<file path="src/rv_ctrl_params.svh">
`ifndef RV_CTRL_PARAMS_SVH
`define RV_CTRL_PARAMS_SVH

`define RV_INST_W 32

`define RV_OPC_OP        7'b0110011
`define RV_OPC_OP_32     7'b0111011
`define RV_OPC_OP_IMM    7'b0010011
`define RV_OPC_OP_IMM_32 7'b0011011
`define RV_OPC_LOAD      7'b0000011
`define RV_OPC_STORE     7'b0100011
`define RV_OPC_BRANCH    7'b1100011
`define RV_OPC_JAL       7'b1101111
`define RV_OPC_JALR      7'b1100111
`define RV_OPC_LUI       7'b0110111
`define RV_OPC_AUIPC     7'b0010111
`define RV_OPC_SYSTEM    7'b1110011

`define RV_F7_BASE 7'b0000000
`define RV_F7_ALT  7'b0100000

`define RV_EBREAK_WORD 32'h0010_0073

`define RV_MASK_B 8'h01
`define RV_MASK_H 8'h03
`define RV_MASK_W 8'h0f
`define RV_MASK_D 8'hff

`endif

</file>
<file path="src/rv_ctrl_pkg.sv">
package rv_ctrl_pkg;

        typedef struct packed {
                logic [6:0] funct7;
                logic [4:0] rs2;
                logic [4:0] rs1;
                logic [2:0] funct3;
                logic [4:0] rd;
                logic [6:0] opcode;
        } r_t;

        typedef struct packed {
                logic [11:0] imm; // shamt and shift funct7 live here too
                logic [4:0]  rs1;
                logic [2:0]  funct3;
                logic [4:0]  rd;
                logic [6:0]  opcode;
        } i_t;

        typedef struct packed {
                logic [6:0] imm_hi;
                logic [4:0] rs2;
                logic [4:0] rs1;
                logic [2:0] funct3;
                logic [4:0] imm_lo;
                logic [6:0] opcode;
        } s_t;

        typedef struct packed {
                logic       imm12;
                logic [5:0] imm10_5;
                logic [4:0] rs2;
                logic [4:0] rs1;
                logic [2:0] funct3;
                logic [3:0] imm4_1;
                logic       imm11;
                logic [6:0] opcode;
        } b_t;

        typedef struct packed {
                logic [19:0] imm;
                logic [4:0]  rd;
                logic [6:0]  opcode;
        } u_t;

        typedef struct packed {
                logic       imm20;
                logic [9:0] imm10_1;
                logic       imm11;
                logic [7:0] imm19_12;
                logic [4:0] rd;
                logic [6:0] opcode;
        } j_t;

        typedef union packed {
                r_t r;
                i_t i;
                s_t s;
                b_t b;
                u_t u;
                j_t j;
        } inst_u;

        typedef enum logic [3:0] {
                cls_none, cls_op, cls_op_32, cls_op_imm, cls_op_imm_32, cls_load, cls_store,
                cls_branch, cls_jal, cls_jalr, cls_lui, cls_auipc, cls_system, cls_bad
        } op_class_e;

        typedef enum logic [4:0] {
                alu_add, alu_sub, alu_and, alu_or, alu_xor, alu_sll, alu_srl, alu_sra,
                alu_lt, alu_ltu, alu_addw, alu_subw, alu_sllw, alu_srlw, alu_sraw
        } alu_sel_e;

        typedef enum logic [2:0] {imm_i, imm_s, imm_sb, imm_u, imm_uj} imm_sel_e;
        typedef enum logic [1:0] {a_rs1, a_pc, a_zero} alu_a_sel_e;
        typedef enum logic [0:0] {b_rs2, b_imm} alu_b_sel_e;
        typedef enum logic [1:0] {w_alu, w_mem, w_pc} reg_w_sel_e;
        typedef enum logic [2:0] {mr_b, mr_h, mr_w, mr_d, mr_bu, mr_hu, mr_wu} mem_r_sel_e;
        typedef enum logic [0:0] {pc_snpc, pc_alu} pc_sel_e;

endpackage

</file>
<file path="src/ctrl_if.sv">
interface ctrl_if;
        rv_ctrl_pkg::op_class_e  op_class;
        rv_ctrl_pkg::imm_sel_e   imm_sel;
        rv_ctrl_pkg::alu_a_sel_e alu_a_sel;
        rv_ctrl_pkg::alu_b_sel_e alu_b_sel;
        rv_ctrl_pkg::reg_w_sel_e reg_w_sel;
        rv_ctrl_pkg::pc_sel_e    pc_sel;
        logic                    reg_wen;
        logic                    mem_wen;
        logic                    mem_ren;
        logic                    ebreak;
        rv_ctrl_pkg::alu_sel_e   alu_sel;
        rv_ctrl_pkg::mem_r_sel_e mem_r_sel;
        logic [7:0]              mem_mask;
        logic                    funct_bad; // funct3/funct7 not in the base set

        modport main (
                output op_class, imm_sel, alu_a_sel, alu_b_sel, reg_w_sel, pc_sel,
                       reg_wen, mem_wen, mem_ren, ebreak
        );

        modport funct (
                input  op_class,
                output alu_sel, mem_r_sel, mem_mask, funct_bad
        );

        modport sink (
                input op_class, imm_sel, alu_a_sel, alu_b_sel, reg_w_sel, pc_sel, reg_wen,
                      mem_wen, mem_ren, ebreak, alu_sel, mem_r_sel, mem_mask, funct_bad
        );
endinterface

</file>
<file path="src/alu_op_decoder.sv">
`include "rv_ctrl_params.svh"

module alu_op_decoder (
        input  rv_ctrl_pkg::inst_u inst,
        ctrl_if.funct              ctl
);
        logic [2:0] f3;
        logic [6:0] f7_chk;
        logic       is_reg;
        logic       is_word;
        logic       checked;
        logic       alt_ok;

        function automatic rv_ctrl_pkg::alu_sel_e alu_of(input logic [2:0] funct3,
                                                         input logic alt, input logic word);
                rv_ctrl_pkg::alu_sel_e sel;
                case (funct3)
                        3'b000:  sel = alt ? rv_ctrl_pkg::alu_sub : rv_ctrl_pkg::alu_add;
                        3'b001:  sel = rv_ctrl_pkg::alu_sll;
                        3'b010:  sel = rv_ctrl_pkg::alu_lt;
                        3'b011:  sel = rv_ctrl_pkg::alu_ltu;
                        3'b100:  sel = rv_ctrl_pkg::alu_xor;
                        3'b101:  sel = alt ? rv_ctrl_pkg::alu_sra : rv_ctrl_pkg::alu_srl;
                        3'b110:  sel = rv_ctrl_pkg::alu_or;
                        default: sel = rv_ctrl_pkg::alu_and;
                endcase
                if (word) begin
                        case (sel)
                                rv_ctrl_pkg::alu_add: sel = rv_ctrl_pkg::alu_addw;
                                rv_ctrl_pkg::alu_sub: sel = rv_ctrl_pkg::alu_subw;
                                rv_ctrl_pkg::alu_sll: sel = rv_ctrl_pkg::alu_sllw;
                                rv_ctrl_pkg::alu_srl: sel = rv_ctrl_pkg::alu_srlw;
                                rv_ctrl_pkg::alu_sra: sel = rv_ctrl_pkg::alu_sraw;
                                default: ;
                        endcase
                end
                return sel;
        endfunction

        assign f3      = inst.r.funct3;
        assign is_reg  = ctl.op_class inside {rv_ctrl_pkg::cls_op, rv_ctrl_pkg::cls_op_32};
        assign is_word = ctl.op_class inside {rv_ctrl_pkg::cls_op_32,
                                              rv_ctrl_pkg::cls_op_imm_32};
        assign checked = is_reg || f3 == 3'b001 || f3 == 3'b101; // funct7 is meaningful
        assign alt_ok  = f3 == 3'b101 || (f3 == 3'b000 && is_reg);
        // rv64 shamt is 6 bits, so bit 25 is not funct7 here
        assign f7_chk  = (ctl.op_class == rv_ctrl_pkg::cls_op_imm) ?
                         {inst.r.funct7[6:1], 1'b0} : inst.r.funct7;

        always_comb begin
                ctl.alu_sel   = rv_ctrl_pkg::alu_add;
                ctl.mem_r_sel = rv_ctrl_pkg::mr_b;
                ctl.mem_mask  = '0;
                ctl.funct_bad = 1'b0;
                case (ctl.op_class)
                        rv_ctrl_pkg::cls_op, rv_ctrl_pkg::cls_op_32,
                        rv_ctrl_pkg::cls_op_imm, rv_ctrl_pkg::cls_op_imm_32: begin
                                ctl.alu_sel   = alu_of(f3, checked && f7_chk == `RV_F7_ALT,
                                                       is_word);
                                ctl.funct_bad = checked && !(f7_chk == `RV_F7_BASE ||
                                                (f7_chk == `RV_F7_ALT && alt_ok));
                                if (is_word && !(f3 inside {3'b000, 3'b001, 3'b101}))
                                        ctl.funct_bad = 1'b1; // no W form
                        end
                        rv_ctrl_pkg::cls_load: begin
                                if (inst.i.funct3 == 3'b111)
                                        ctl.funct_bad = 1'b1;
                                else
                                        ctl.mem_r_sel = rv_ctrl_pkg::mem_r_sel_e'(inst.i.funct3);
                        end
                        rv_ctrl_pkg::cls_store: begin
                                case (inst.s.funct3)
                                        3'b000:  ctl.mem_mask = `RV_MASK_B;
                                        3'b001:  ctl.mem_mask = `RV_MASK_H;
                                        3'b010:  ctl.mem_mask = `RV_MASK_W;
                                        3'b011:  ctl.mem_mask = `RV_MASK_D;
                                        default: ctl.funct_bad = 1'b1;
                                endcase
                        end
                        rv_ctrl_pkg::cls_branch: begin
                                ctl.funct_bad = inst.b.funct3[2:1] == 2'b01;
                        end
                        default: ; // address forms keep add
                endcase
        end
endmodule

</file>
<file path="src/ctrl_top.sv">
`include "rv_ctrl_params.svh"

module ctrl_top (
        input  logic                    clk,
        input  logic                    rst_n,
        input  logic                    req,
        output logic                    ack,
        input  logic [`RV_INST_W-1:0]   inst,
        input  logic                    b_eq,
        input  logic                    b_lt,
        input  logic                    b_ltu,
        output rv_ctrl_pkg::pc_sel_e    pc_sel,
        output rv_ctrl_pkg::imm_sel_e   imm_sel,
        output rv_ctrl_pkg::alu_sel_e   alu_sel,
        output rv_ctrl_pkg::alu_a_sel_e alu_a_sel,
        output rv_ctrl_pkg::alu_b_sel_e alu_b_sel,
        output rv_ctrl_pkg::mem_r_sel_e mem_r_sel,
        output rv_ctrl_pkg::reg_w_sel_e reg_w_sel,
        output logic [7:0]              mem_mask,
        output logic                    reg_wen,
        output logic                    mem_wen,
        output logic                    mem_ren,
        output logic                    ebreak,
        output logic                    illegal
);
        ctrl_if ctl ();

        opcode_decoder u_opcode_decoder (
                .inst  (inst),
                .b_eq  (b_eq),
                .b_lt  (b_lt),
                .b_ltu (b_ltu),
                .ctl   (ctl.main)
        );

        alu_op_decoder u_alu_op_decoder (
                .inst (inst),
                .ctl  (ctl.funct)
        );

        decode_handshake u_decode_handshake (
                .clk       (clk),
                .rst_n     (rst_n),
                .req       (req),
                .ack       (ack),
                .ctl       (ctl.sink),
                .pc_sel    (pc_sel),
                .imm_sel   (imm_sel),
                .alu_sel   (alu_sel),
                .alu_a_sel (alu_a_sel),
                .alu_b_sel (alu_b_sel),
                .mem_r_sel (mem_r_sel),
                .reg_w_sel (reg_w_sel),
                .mem_mask  (mem_mask),
                .reg_wen   (reg_wen),
                .mem_wen   (mem_wen),
                .mem_ren   (mem_ren),
                .ebreak    (ebreak),
                .illegal   (illegal)
        );
endmodule

</file>
<file path="src/decode_handshake.sv">
module decode_handshake (
        input  logic                    clk,
        input  logic                    rst_n,
        input  logic                    req,
        output logic                    ack,
        ctrl_if.sink                    ctl,
        output rv_ctrl_pkg::pc_sel_e    pc_sel,
        output rv_ctrl_pkg::imm_sel_e   imm_sel,
        output rv_ctrl_pkg::alu_sel_e   alu_sel,
        output rv_ctrl_pkg::alu_a_sel_e alu_a_sel,
        output rv_ctrl_pkg::alu_b_sel_e alu_b_sel,
        output rv_ctrl_pkg::mem_r_sel_e mem_r_sel,
        output rv_ctrl_pkg::reg_w_sel_e reg_w_sel,
        output logic [7:0]              mem_mask,
        output logic                    reg_wen,
        output logic                    mem_wen,
        output logic                    mem_ren,
        output logic                    ebreak,
        output logic                    illegal
);
        logic bad;
        logic capture;

        assign bad     = ctl.op_class == rv_ctrl_pkg::cls_bad || ctl.funct_bad;
        assign capture = req && !ack; // new request, not yet acknowledged

        always_ff @(posedge clk) begin
                if (!rst_n) begin
                        ack       <= 1'b0;
                        pc_sel    <= rv_ctrl_pkg::pc_snpc;
                        imm_sel   <= rv_ctrl_pkg::imm_i;
                        alu_sel   <= rv_ctrl_pkg::alu_add;
                        alu_a_sel <= rv_ctrl_pkg::a_rs1;
                        alu_b_sel <= rv_ctrl_pkg::b_rs2;
                        mem_r_sel <= rv_ctrl_pkg::mr_b;
                        reg_w_sel <= rv_ctrl_pkg::w_alu;
                        mem_mask  <= '0;
                        reg_wen   <= 1'b0;
                        mem_wen   <= 1'b0;
                        mem_ren   <= 1'b0;
                        ebreak    <= 1'b0;
                        illegal   <= 1'b0;
                end else begin
                        ack <= req; // rises one edge after req, falls one edge after drop
                        if (capture) begin
                                pc_sel    <= bad ? rv_ctrl_pkg::pc_snpc : ctl.pc_sel;
                                imm_sel   <= ctl.imm_sel;
                                alu_sel   <= ctl.alu_sel;
                                alu_a_sel <= ctl.alu_a_sel;
                                alu_b_sel <= ctl.alu_b_sel;
                                mem_r_sel <= ctl.mem_r_sel;
                                reg_w_sel <= ctl.reg_w_sel;
                                mem_mask  <= ctl.mem_mask;
                                reg_wen   <= ctl.reg_wen && !bad;
                                mem_wen   <= ctl.mem_wen && !bad;
                                mem_ren   <= ctl.mem_ren && !bad;
                                ebreak    <= ctl.ebreak && !bad;
                                illegal   <= bad;
                        end
                end
        end
endmodule

</file>
<file path="src/opcode_decoder.sv">
`include "rv_ctrl_params.svh"

module opcode_decoder (
        input  rv_ctrl_pkg::inst_u inst,
        input  logic               b_eq,
        input  logic               b_lt,
        input  logic               b_ltu,
        ctrl_if.main               ctl
);
        logic taken;

        always_comb begin
                case (inst.b.funct3)
                        3'b000:  taken = b_eq;
                        3'b001:  taken = !b_eq;
                        3'b100:  taken = b_lt;
                        3'b101:  taken = !b_lt;
                        3'b110:  taken = b_ltu;
                        3'b111:  taken = !b_ltu;
                        default: taken = 1'b0; // 010/011 rejected in funct decode
                endcase
        end

        always_comb begin
                ctl.op_class  = rv_ctrl_pkg::cls_bad;
                ctl.imm_sel   = rv_ctrl_pkg::imm_i;
                ctl.alu_a_sel = rv_ctrl_pkg::a_rs1;
                ctl.alu_b_sel = rv_ctrl_pkg::b_imm;
                ctl.reg_w_sel = rv_ctrl_pkg::w_alu;
                ctl.pc_sel    = rv_ctrl_pkg::pc_snpc;
                ctl.reg_wen   = 1'b0;
                ctl.mem_wen   = 1'b0;
                ctl.mem_ren   = 1'b0;
                ctl.ebreak    = 1'b0;
                case (inst.u.opcode)
                        `RV_OPC_OP, `RV_OPC_OP_32: begin
                                ctl.op_class  = (inst.r.opcode == `RV_OPC_OP) ?
                                                rv_ctrl_pkg::cls_op : rv_ctrl_pkg::cls_op_32;
                                ctl.alu_b_sel = rv_ctrl_pkg::b_rs2;
                                ctl.reg_wen   = 1'b1;
                        end
                        `RV_OPC_OP_IMM, `RV_OPC_OP_IMM_32: begin
                                ctl.op_class = (inst.i.opcode == `RV_OPC_OP_IMM) ?
                                               rv_ctrl_pkg::cls_op_imm :
                                               rv_ctrl_pkg::cls_op_imm_32;
                                ctl.reg_wen  = 1'b1;
                        end
                        `RV_OPC_LOAD: begin
                                ctl.op_class  = rv_ctrl_pkg::cls_load;
                                ctl.reg_w_sel = rv_ctrl_pkg::w_mem;
                                ctl.reg_wen   = 1'b1;
                                ctl.mem_ren   = 1'b1;
                        end
                        `RV_OPC_STORE: begin
                                ctl.op_class = rv_ctrl_pkg::cls_store;
                                ctl.imm_sel  = rv_ctrl_pkg::imm_s;
                                ctl.mem_wen  = 1'b1;
                        end
                        `RV_OPC_BRANCH: begin
                                ctl.op_class  = rv_ctrl_pkg::cls_branch;
                                ctl.imm_sel   = rv_ctrl_pkg::imm_sb;
                                ctl.alu_a_sel = rv_ctrl_pkg::a_pc; // target = pc + imm
                                ctl.pc_sel    = taken ? rv_ctrl_pkg::pc_alu :
                                                        rv_ctrl_pkg::pc_snpc;
                        end
                        `RV_OPC_JAL: begin
                                ctl.op_class  = rv_ctrl_pkg::cls_jal;
                                ctl.imm_sel   = rv_ctrl_pkg::imm_uj;
                                ctl.alu_a_sel = rv_ctrl_pkg::a_pc;
                                ctl.reg_w_sel = rv_ctrl_pkg::w_pc; // link address
                                ctl.pc_sel    = rv_ctrl_pkg::pc_alu;
                                ctl.reg_wen   = 1'b1;
                        end
                        `RV_OPC_JALR: begin
                                ctl.op_class  = rv_ctrl_pkg::cls_jalr;
                                ctl.reg_w_sel = rv_ctrl_pkg::w_pc;
                                ctl.pc_sel    = rv_ctrl_pkg::pc_alu;
                                ctl.reg_wen   = 1'b1;
                        end
                        `RV_OPC_LUI, `RV_OPC_AUIPC: begin
                                ctl.op_class  = (inst.u.opcode == `RV_OPC_LUI) ?
                                                rv_ctrl_pkg::cls_lui : rv_ctrl_pkg::cls_auipc;
                                ctl.imm_sel   = rv_ctrl_pkg::imm_u;
                                ctl.alu_a_sel = (inst.u.opcode == `RV_OPC_LUI) ?
                                                rv_ctrl_pkg::a_zero : rv_ctrl_pkg::a_pc;
                                ctl.reg_wen   = 1'b1;
                        end
                        `RV_OPC_SYSTEM: begin
                                if (inst == `RV_EBREAK_WORD) begin // only ebreak supported
                                        ctl.op_class = rv_ctrl_pkg::cls_system;
                                        ctl.ebreak   = 1'b1;
                                end
                        end
                        default: begin
                                if (inst == '0)
                                        ctl.op_class = rv_ctrl_pkg::cls_none; // bubble
                        end
                endcase
        end
endmodule

</file>
<file path="config.mk">
export PLATFORM = sky130hd
export DESIGN_NAME = ctrl_top
export DESIGN_NICKNAME = d
export VERILOG_FILES = /design/src/rv_ctrl_pkg.sv /design/src/ctrl_if.sv /design/src/alu_op_decoder.sv /design/src/ctrl_top.sv /design/src/decode_handshake.sv /design/src/opcode_decoder.sv
export VERILOG_INCLUDE_DIRS = /design/src
export SDC_FILE = /design/constraint.sdc
export NUM_CORES = 1
export LEC_CHECK = 0
export ABC_AREA = 1
export BUFFER_PORTS_ARGS = -buffer_cell sky130_fd_sc_hd__buf_2
export CORE_ASPECT_RATIO = 0.5
export CORE_MARGIN = 2
export CORE_UTILIZATION = 52
export DETAILED_ROUTE_END_ITERATION = 10
export PLACE_DENSITY_LB_ADDON = 0.1
export SETUP_SLACK_MARGIN = 0.15
export SYNTH_ARGS = -nofsm -noshare
export SYNTH_HDL_FRONTEND = slang
export SYNTH_HIERARCHICAL = 1
export SYNTH_SLANG_ARGS = --single-unit
</file>
<file path="constraint.sdc">
create_clock -name clk -period 2.4 [get_ports clk]
set_clock_uncertainty 0.15 [all_clocks]
set_input_delay 0.24 -clock clk [delete_from_list [all_inputs] [get_ports clk]]
set_output_delay 0.24 -clock clk [all_outputs]
set_load 0.02 [all_outputs]
</file>
=== After elaboration in Yosys (flattened, before gate mapping) ===
Index checks and enable logic that the tools add are counted.

* Register bits: 31
* Bits of input ports: 38
* Output and inout port bits: 31
* Logic and storage cells: 121

* Equality and inequality tests: 34
* Mux-type cells: 36
* Reduce and logical (&&, ||, !) cells: 37

{| class="wikitable"
|+ Operators with widths
! cell !! number
|-
| $pmux W4 S9 || 1
|-
| $eq A7 B6 Y1 const B || 5
|-
| $pmux W5 S7 || 1
|-
| $eq A32 B21 Y1 const B || 1
|-
| $logic_not A32 Y1 || 1
|-
| $pmux W8 S4 || 1
|-
| $eq A7 B7 Y1 const B || 4
|-
| $pmux W5 S5 || 1
|-
| $eq A7 B5 Y1 const B || 3
|-
| $eq A4 B3 Y1 const B || 4
|-
| $mux W1 || 16
|-
| $eq A5 B3 Y1 const B || 3
|-
| $mux W5 || 3
|-
| $eq A3 B3 Y1 const B || 4
|-
| $pmux W3 S4 || 1
|-
| $logic_and A1 B1 Y1 || 10
|-
| $reduce_or A2 Y1 || 5
|-
| $mux W3 || 3
|-
| $reduce_or A9 Y1 || 1
|-
| $eq A4 B2 Y1 const B || 2
|-
| $mux W8 || 1
|-
| $pmux W2 S2 || 2
|-
| $reduce_or A4 Y1 || 2
|-
| $eq A7 B2 Y1 const B || 1
|-
| other kinds (18) || 31
|}

=== Logic depth before layout (Yosys ltp) ===
* Word-level depth: 16
* Depth in mapped cells: 25
* Depth with buffers taken out: 24

=== Modules after synthesis ===
Netlist, hierarchy kept.

{| class="wikitable"
|+ By module, submodules not included
! module !! instances !! cells an instance !! area an instance (µm²) !! seq. area each (µm²)
|-
| decode_handshake || 1 || 147 || 1146.1 || 620.6
|-
| opcode_decoder || 1 || 140 || 630.6 || 0.0
|-
| alu_op_decoder || 1 || 89 || 417.9 || 0.0
|}

=== Worst setup path before layout ===
Ideal clock, no wire load.

* Path type: input-to-reg
* From: input port inst[0]
* To: register u_decode_handshake.ebreak
* Setup time: 116 ps
* Arrival time: 1968 ps
* Data required time: 2134 ps
* Setup slack: 167 ps
* Cell stages on the path: 20
* Buffers on the path: 0
* Cells stage by stage: nand2_1 -> inv_1 -> nand2_1 -> nor2_1 -> nor2_1 -> nand2_1 -> a21oi_1 -> nand2_1 -> inv_2 -> nand2_2 -> o31ai_2 -> nand3_1 -> nand2_1 -> nand2_1 -> nand2_1 -> inv_1 -> nand2_1 -> nand2_1 -> nand2_1 -> nor2_1

* Cells in the longest elaborated chain, start to end: 16
* Elaborated cells between the ends (all ways): 53
* Those cells by class: eq/ne (22); mux (11); reduce/logical (20)

{| class="wikitable"
|+ RTL lines
! item !! RTL line !! source
|-
| from (decl) || ctrl_top.sv:8 || <nowiki>input logic [`RV_INST_W-1:0] inst,</nowiki>
|-
| $eq A32 B21 Y1 (no source line) (tied with other cells) || - ||
|-
| $mux W1 (tied with other cells) || opcode_decoder.sv:89 || <nowiki>if (inst == `RV_EBREAK_WORD) begin</nowiki>
|-
| $pmux W4 S9 (*) || opcode_decoder.sv:35 || <nowiki>case (inst.u.opcode)</nowiki>
|-
| via ctl.op_class[0] || ctrl_if.sv:2 || <nowiki>rv_ctrl_pkg::op_class_e op_class;</nowiki>
|-
| branches (longest 9 deep; another with $eq A7 B6 Y1) || - ||
|-
| $pmux W1 S4 (*) || alu_op_decoder.sv:55 || <nowiki>case (ctl.op_class)</nowiki>
|-
| via ctl.funct_bad || ctrl_if.sv:15 || <nowiki>logic funct_bad;</nowiki>
|-
| $logic_or A1 B1 Y1 (*) || decode_handshake.sv:24 || <nowiki>assign bad = ctl.op_class == rv_ctrl_pkg::cls_bad || ctl.funct_bad;</nowiki>
|-
| $logic_not A1 Y1 (*) || decode_handshake.sv:57 || <nowiki>ebreak <= ctl.ebreak && !bad;</nowiki>
|-
| $logic_and A1 B1 Y1 (*) || decode_handshake.sv:57 ||
|-
| to (signal assigned) || decode_handshake.sv:57 ||
|-
| to (decl) || decode_handshake.sv:18 || <nowiki>output logic ebreak,</nowiki>
|}

Mark *: on every way through the listed nets, which the timed path passes.
A chain may end at the register's enable or synchronous reset.

=== Worst setup path in the final report ===
* From: input port inst[0]
* To: register u_decode_handshake.mem_wen

* Cells in the longest elaborated chain, start to end: 16
* Elaborated cells between the ends (all ways): 52
* Those cells by class: eq/ne (22); mux (10); reduce/logical (20)

{| class="wikitable"
|+ RTL lines
! item !! RTL line !! source
|-
| $eq A32 B21 Y1 (no source line) (tied with other cells) || - ||
|-
| $mux W1 (tied with other cells) || opcode_decoder.sv:89 ||
|-
| $pmux W4 S9 (*) || opcode_decoder.sv:35 ||
|-
| via ctl.op_class[0] || ctrl_if.sv:2 ||
|-
| branches (longest 9 deep; another with $eq A7 B6 Y1) || - ||
|-
| $pmux W1 S4 (*) || alu_op_decoder.sv:55 ||
|-
| via ctl.funct_bad || ctrl_if.sv:15 ||
|-
| $logic_or A1 B1 Y1 (*) || decode_handshake.sv:24 ||
|-
| $logic_not A1 Y1 (*) || decode_handshake.sv:55 || <nowiki>mem_wen <= ctl.mem_wen && !bad;</nowiki>
|-
| $logic_and A1 B1 Y1 (*) || decode_handshake.sv:55 ||
|-
| to (signal assigned) || decode_handshake.sv:55 ||
|-
| to (decl) || decode_handshake.sv:16 || <nowiki>output logic mem_wen,</nowiki>
|}

Marks and branches as above.

==> results_dict.tcl <==
set metrics [dict create \
    grt_pass1_vias 2217 \
    drt-pass1-iter-count 4 \
    final_cell_area_um2 3080 \
    fp.dieArea_um2 4790 \
    hold_viol 0 \
    ys_ff_latch 31 \
    core_area_um2 3980 \
    synth_top_cell_by_area "dfxtp_1" \
    synth.most_common_cell "nor2_1" \
    clkTransAtPathRegs_ns 0.06 \
    reg2reg_from "u_decode_handshake/ack" \
    cp.arrival_ns 2.32 \
    cts.sinks 31 \
    setup_ws_ns 0.143 \
    syn_nets 414 \
    reg2reg_depth 5 \
    max_freq_mhz 443 \
    grt-ovfl-total 0 \
    tns_ns 0 \
    multi_input_area_um2 1440 \
    maxSlewHeadroom_pct 60.1 \
    leakage_nw 1.72 \
    syn_area_um2 2190 \
    met2_usage_pct 38.3 \
    cts_made_buffers 5 \
    p_switching_uw 418 \
    critPathKind "in -> reg" \
    routed_wl_um 6220 \
    setup_viol 0 \
    synth_area_per_cell_um2 5.84 \
    whs_endpoint "u_decode_handshake/ack" \
    h-tree-depth 2 \
    worstMarginPinSlew_ns 0.597 \
    grt_max_degree 36 \
    drc 0 \
    antennaDiodeCount 0 \
    rows 16 \
    slew_viol_final 0 \
    rrSetupSlack_ns 0.98 \
    syn_to_final_growth_pct 40.5 \
    hold_slack_ns 0.0280 \
    synth_flop_cell "dfxtp_1" \
    pre_cts_slack_ns -0.202 \
    first_iter_violations 140 \
    min_from "req" \
    wl_per_cell_um 11.8 \
    ir_worst_vdd_mv 0.575 \
    dp_hpwl_um 4460 \
    synth-edff-count 0 \
    num_vias 2562 \
    gr-usage-met3_pct 4.43 \
    yosysSeqAreaShare_pct 28.3 \
    floorplan.initialDensity_pct 55.1 \
    synth_cells 376 \
    regArea_um2 621 \
    crit_path_start_kind "input pin" \
    combinationalPowerShare_pct 27.2 \
    yosysUniqueCellTypes 35 \
    placed_area_um2 2720 \
    antenna_found_initial 0 \
    track_usage_pct 25.6 \
    p_clk_share_pct 30.2 \
    nets 512 \
    total_power_mw 1.32 \
    reg2reg_to "u_decode_handshake/mem_wen" \
    maxCapViolCount 0 \
    finalCriticalPeriod_ns 2.26 \
    rsz0062_at_grt "yes" \
    swShare_pct 31.6 \
    worstPathMaxFanout 5 \
    final_antenna_net_count 0 \
    crit_path_end_kind "flip-flop" \
    synthTopCellsByArea "dfxtp_1, nor2_1, nand2_1" \
    outcome "finished clean" \
    p_int_uw 906 \
    nFillCells 321 \
    hold_path.class "in -> reg" \
    synth_top_area_share_pct 28.3 \
    root_buffer "clkbuf_8" \
    cp.required_ns 2.46 \
    cts_buffer_depth 2 \
    synthArstFlopShare_pct 0 \
    cts_tree "built" \
    fin_crit_sh_pct 94.1 \
    grt_pass1_wl_um 9830 \
    layout-drive-gt1-share_pct 38.2 \
    grt_use_met1_pct 38.3 \
    finalWeightedCongestion 0.852 \
    synth_common_cells "nor2_1, nand2_1, inv_1" \
    power_density_nw_per_um2 429 \
    io_pins 69 \
    die_y_um 49.9 \
    numPortBuffers 68 \
    yosys_warnings 6 \
    busiest_layer "met2" \
    seq_power_share_pct 42.6 \
    worstHoldPathCells 3 \
    viasPerCell 4.85 \
    worstSkewPairLatency_ns 0.27 \
    chipWidth_um 95.9 \
]
==> per-layer routing <==
metal  part of all wire [%]  wire length (um)
met5                      0                 0
met4                   0.72                45
met3                    8.3               514
met2                     42              2610
met1                     49              3050
==> area by class of cell <==
type	count	area share, %
Clock buffer	6	2.68
Clock inverter	1	0.162
Multi-Input combinational cell	272	46.6
Timing Repair Buffer	105	20.8
Inverter	59	7.51
Tap cell	54	2.19
Sequential cell	31	20.1
==> logic make-up (layout without fill, tap and decap cells) <==
family                    count (synthesis)  in the layout  share of synthesized area, %
AOI/OAI and AO/OA                        49             49                          13.5
xor gates and xnor gates                  1              1                         0.399
buffers and inverters                    73            171                          15.1
DFF                                      31             31                          28.3
other                                     1              1                         0.171
and+or+nand+nor                         221            221                          42.6
==> how the worst max path moves through the flow <==
stage / slack, ns / cells after the start / start / to
2_1_floorplan: 0.17 / 20 / inst[0] / u_decode_handshake/ebreak
3_3_place_gp: -0.08 / 24 / inst[6] / u_decode_handshake/mem_ren
3_5_place_dp: -0.20 / 24 / inst[3] / u_decode_handshake/reg_wen
4_1_cts: 0.16 / 24 / inst[2] / u_decode_handshake/reg_wen
5_1_grt: -0.03 / 24 / inst[4] / u_decode_handshake/mem_wen
6_report: 0.14 / 24 / inst[0] / u_decode_handshake/mem_wen
==> flip-flops by register name (all words and copies together) (netlist names) <==
register	flops
u_decode_handshake/mem_mask	8
u_decode_handshake/alu_sel	5
u_decode_handshake/mem_wen	1
u_decode_handshake/ack	1
u_decode_handshake/imm_sel	3
u_decode_handshake/pc_sel	1
u_decode_handshake/ebreak	1
u_decode_handshake/mem_r_sel	3
u_decode_handshake/alu_a_sel	2
u_decode_handshake/mem_ren	1
u_decode_handshake/reg_wen	1
u_decode_handshake/illegal	1
u_decode_handshake/alu_b_sel	1
u_decode_handshake/reg_w_sel	2
==> what timing repair did <==
action,4_1_cts,5_1_grt
setup endpoints to repair,5,17
buffers inserted,1,6
pin swaps,0,31
gates resized for setup,5,61
hold buffers,0,0
cloned,0,0
==> metrics by stage <==
| step | util [%] | std cells |
|---|---|---|
| 4_1_cts | 71.0 | 522 |
| 3_3_place_gp | 68.2 | 514 |
| 3_5_place_dp | 68.2 | 514 |
| 5_1_grt | 77.4 | 528 |
| 6_report | 77.4 | 528 |
| 2_1_floorplan | - | 376 |
==> cell usage in the layout (no fill, tap or decap), drive strengths merged, types with 2 or more instances in the layout <==
cell and instances:
nor2 105, buf 104, nand2 87, inv 58
o21ai 38, dfxtp 31, nand3 14, clkbuf 7
a21oi 7, nor3 6, nand4 5, clkinv 2
==> critical path, stage by stage <==
cell and delay, ns:
buf_2 0.13, nand2_4 0.09, inv_1 0.06, nand4_1 0.21, nand2_2 0.10, nor2_4 0.15, nand3_4 0.12, nand2_4 0.12
nand2_4 0.07, inv_2 0.05, nand2_2 0.05, nand2_2 0.08, nand2_1 0.05, nor2_1 0.11, o21ai_1 0.07, nand2_1 0.07
nand2_1 0.06, nand2_1 0.06, nand2_1 0.04, inv_1 0.05, nand2_1 0.05, nand2_2 0.08, nand2_4 0.08, nor2_4 0.12
==> power groups by stage <==
stage	Sequential (mW)	Clock [mW]	Combinational [mW]
5_1_grt	0.567	0.440	0.398
3_3_place_gp	0.573	0	0.309
2_1_floorplan	0.615	0	0.157
4_1_cts	0.563	0.411	0.323
3_5_place_dp	0.574	0	0.318
6_report	0.563	0.400	0.360
(Power assumes the default switching activity.)
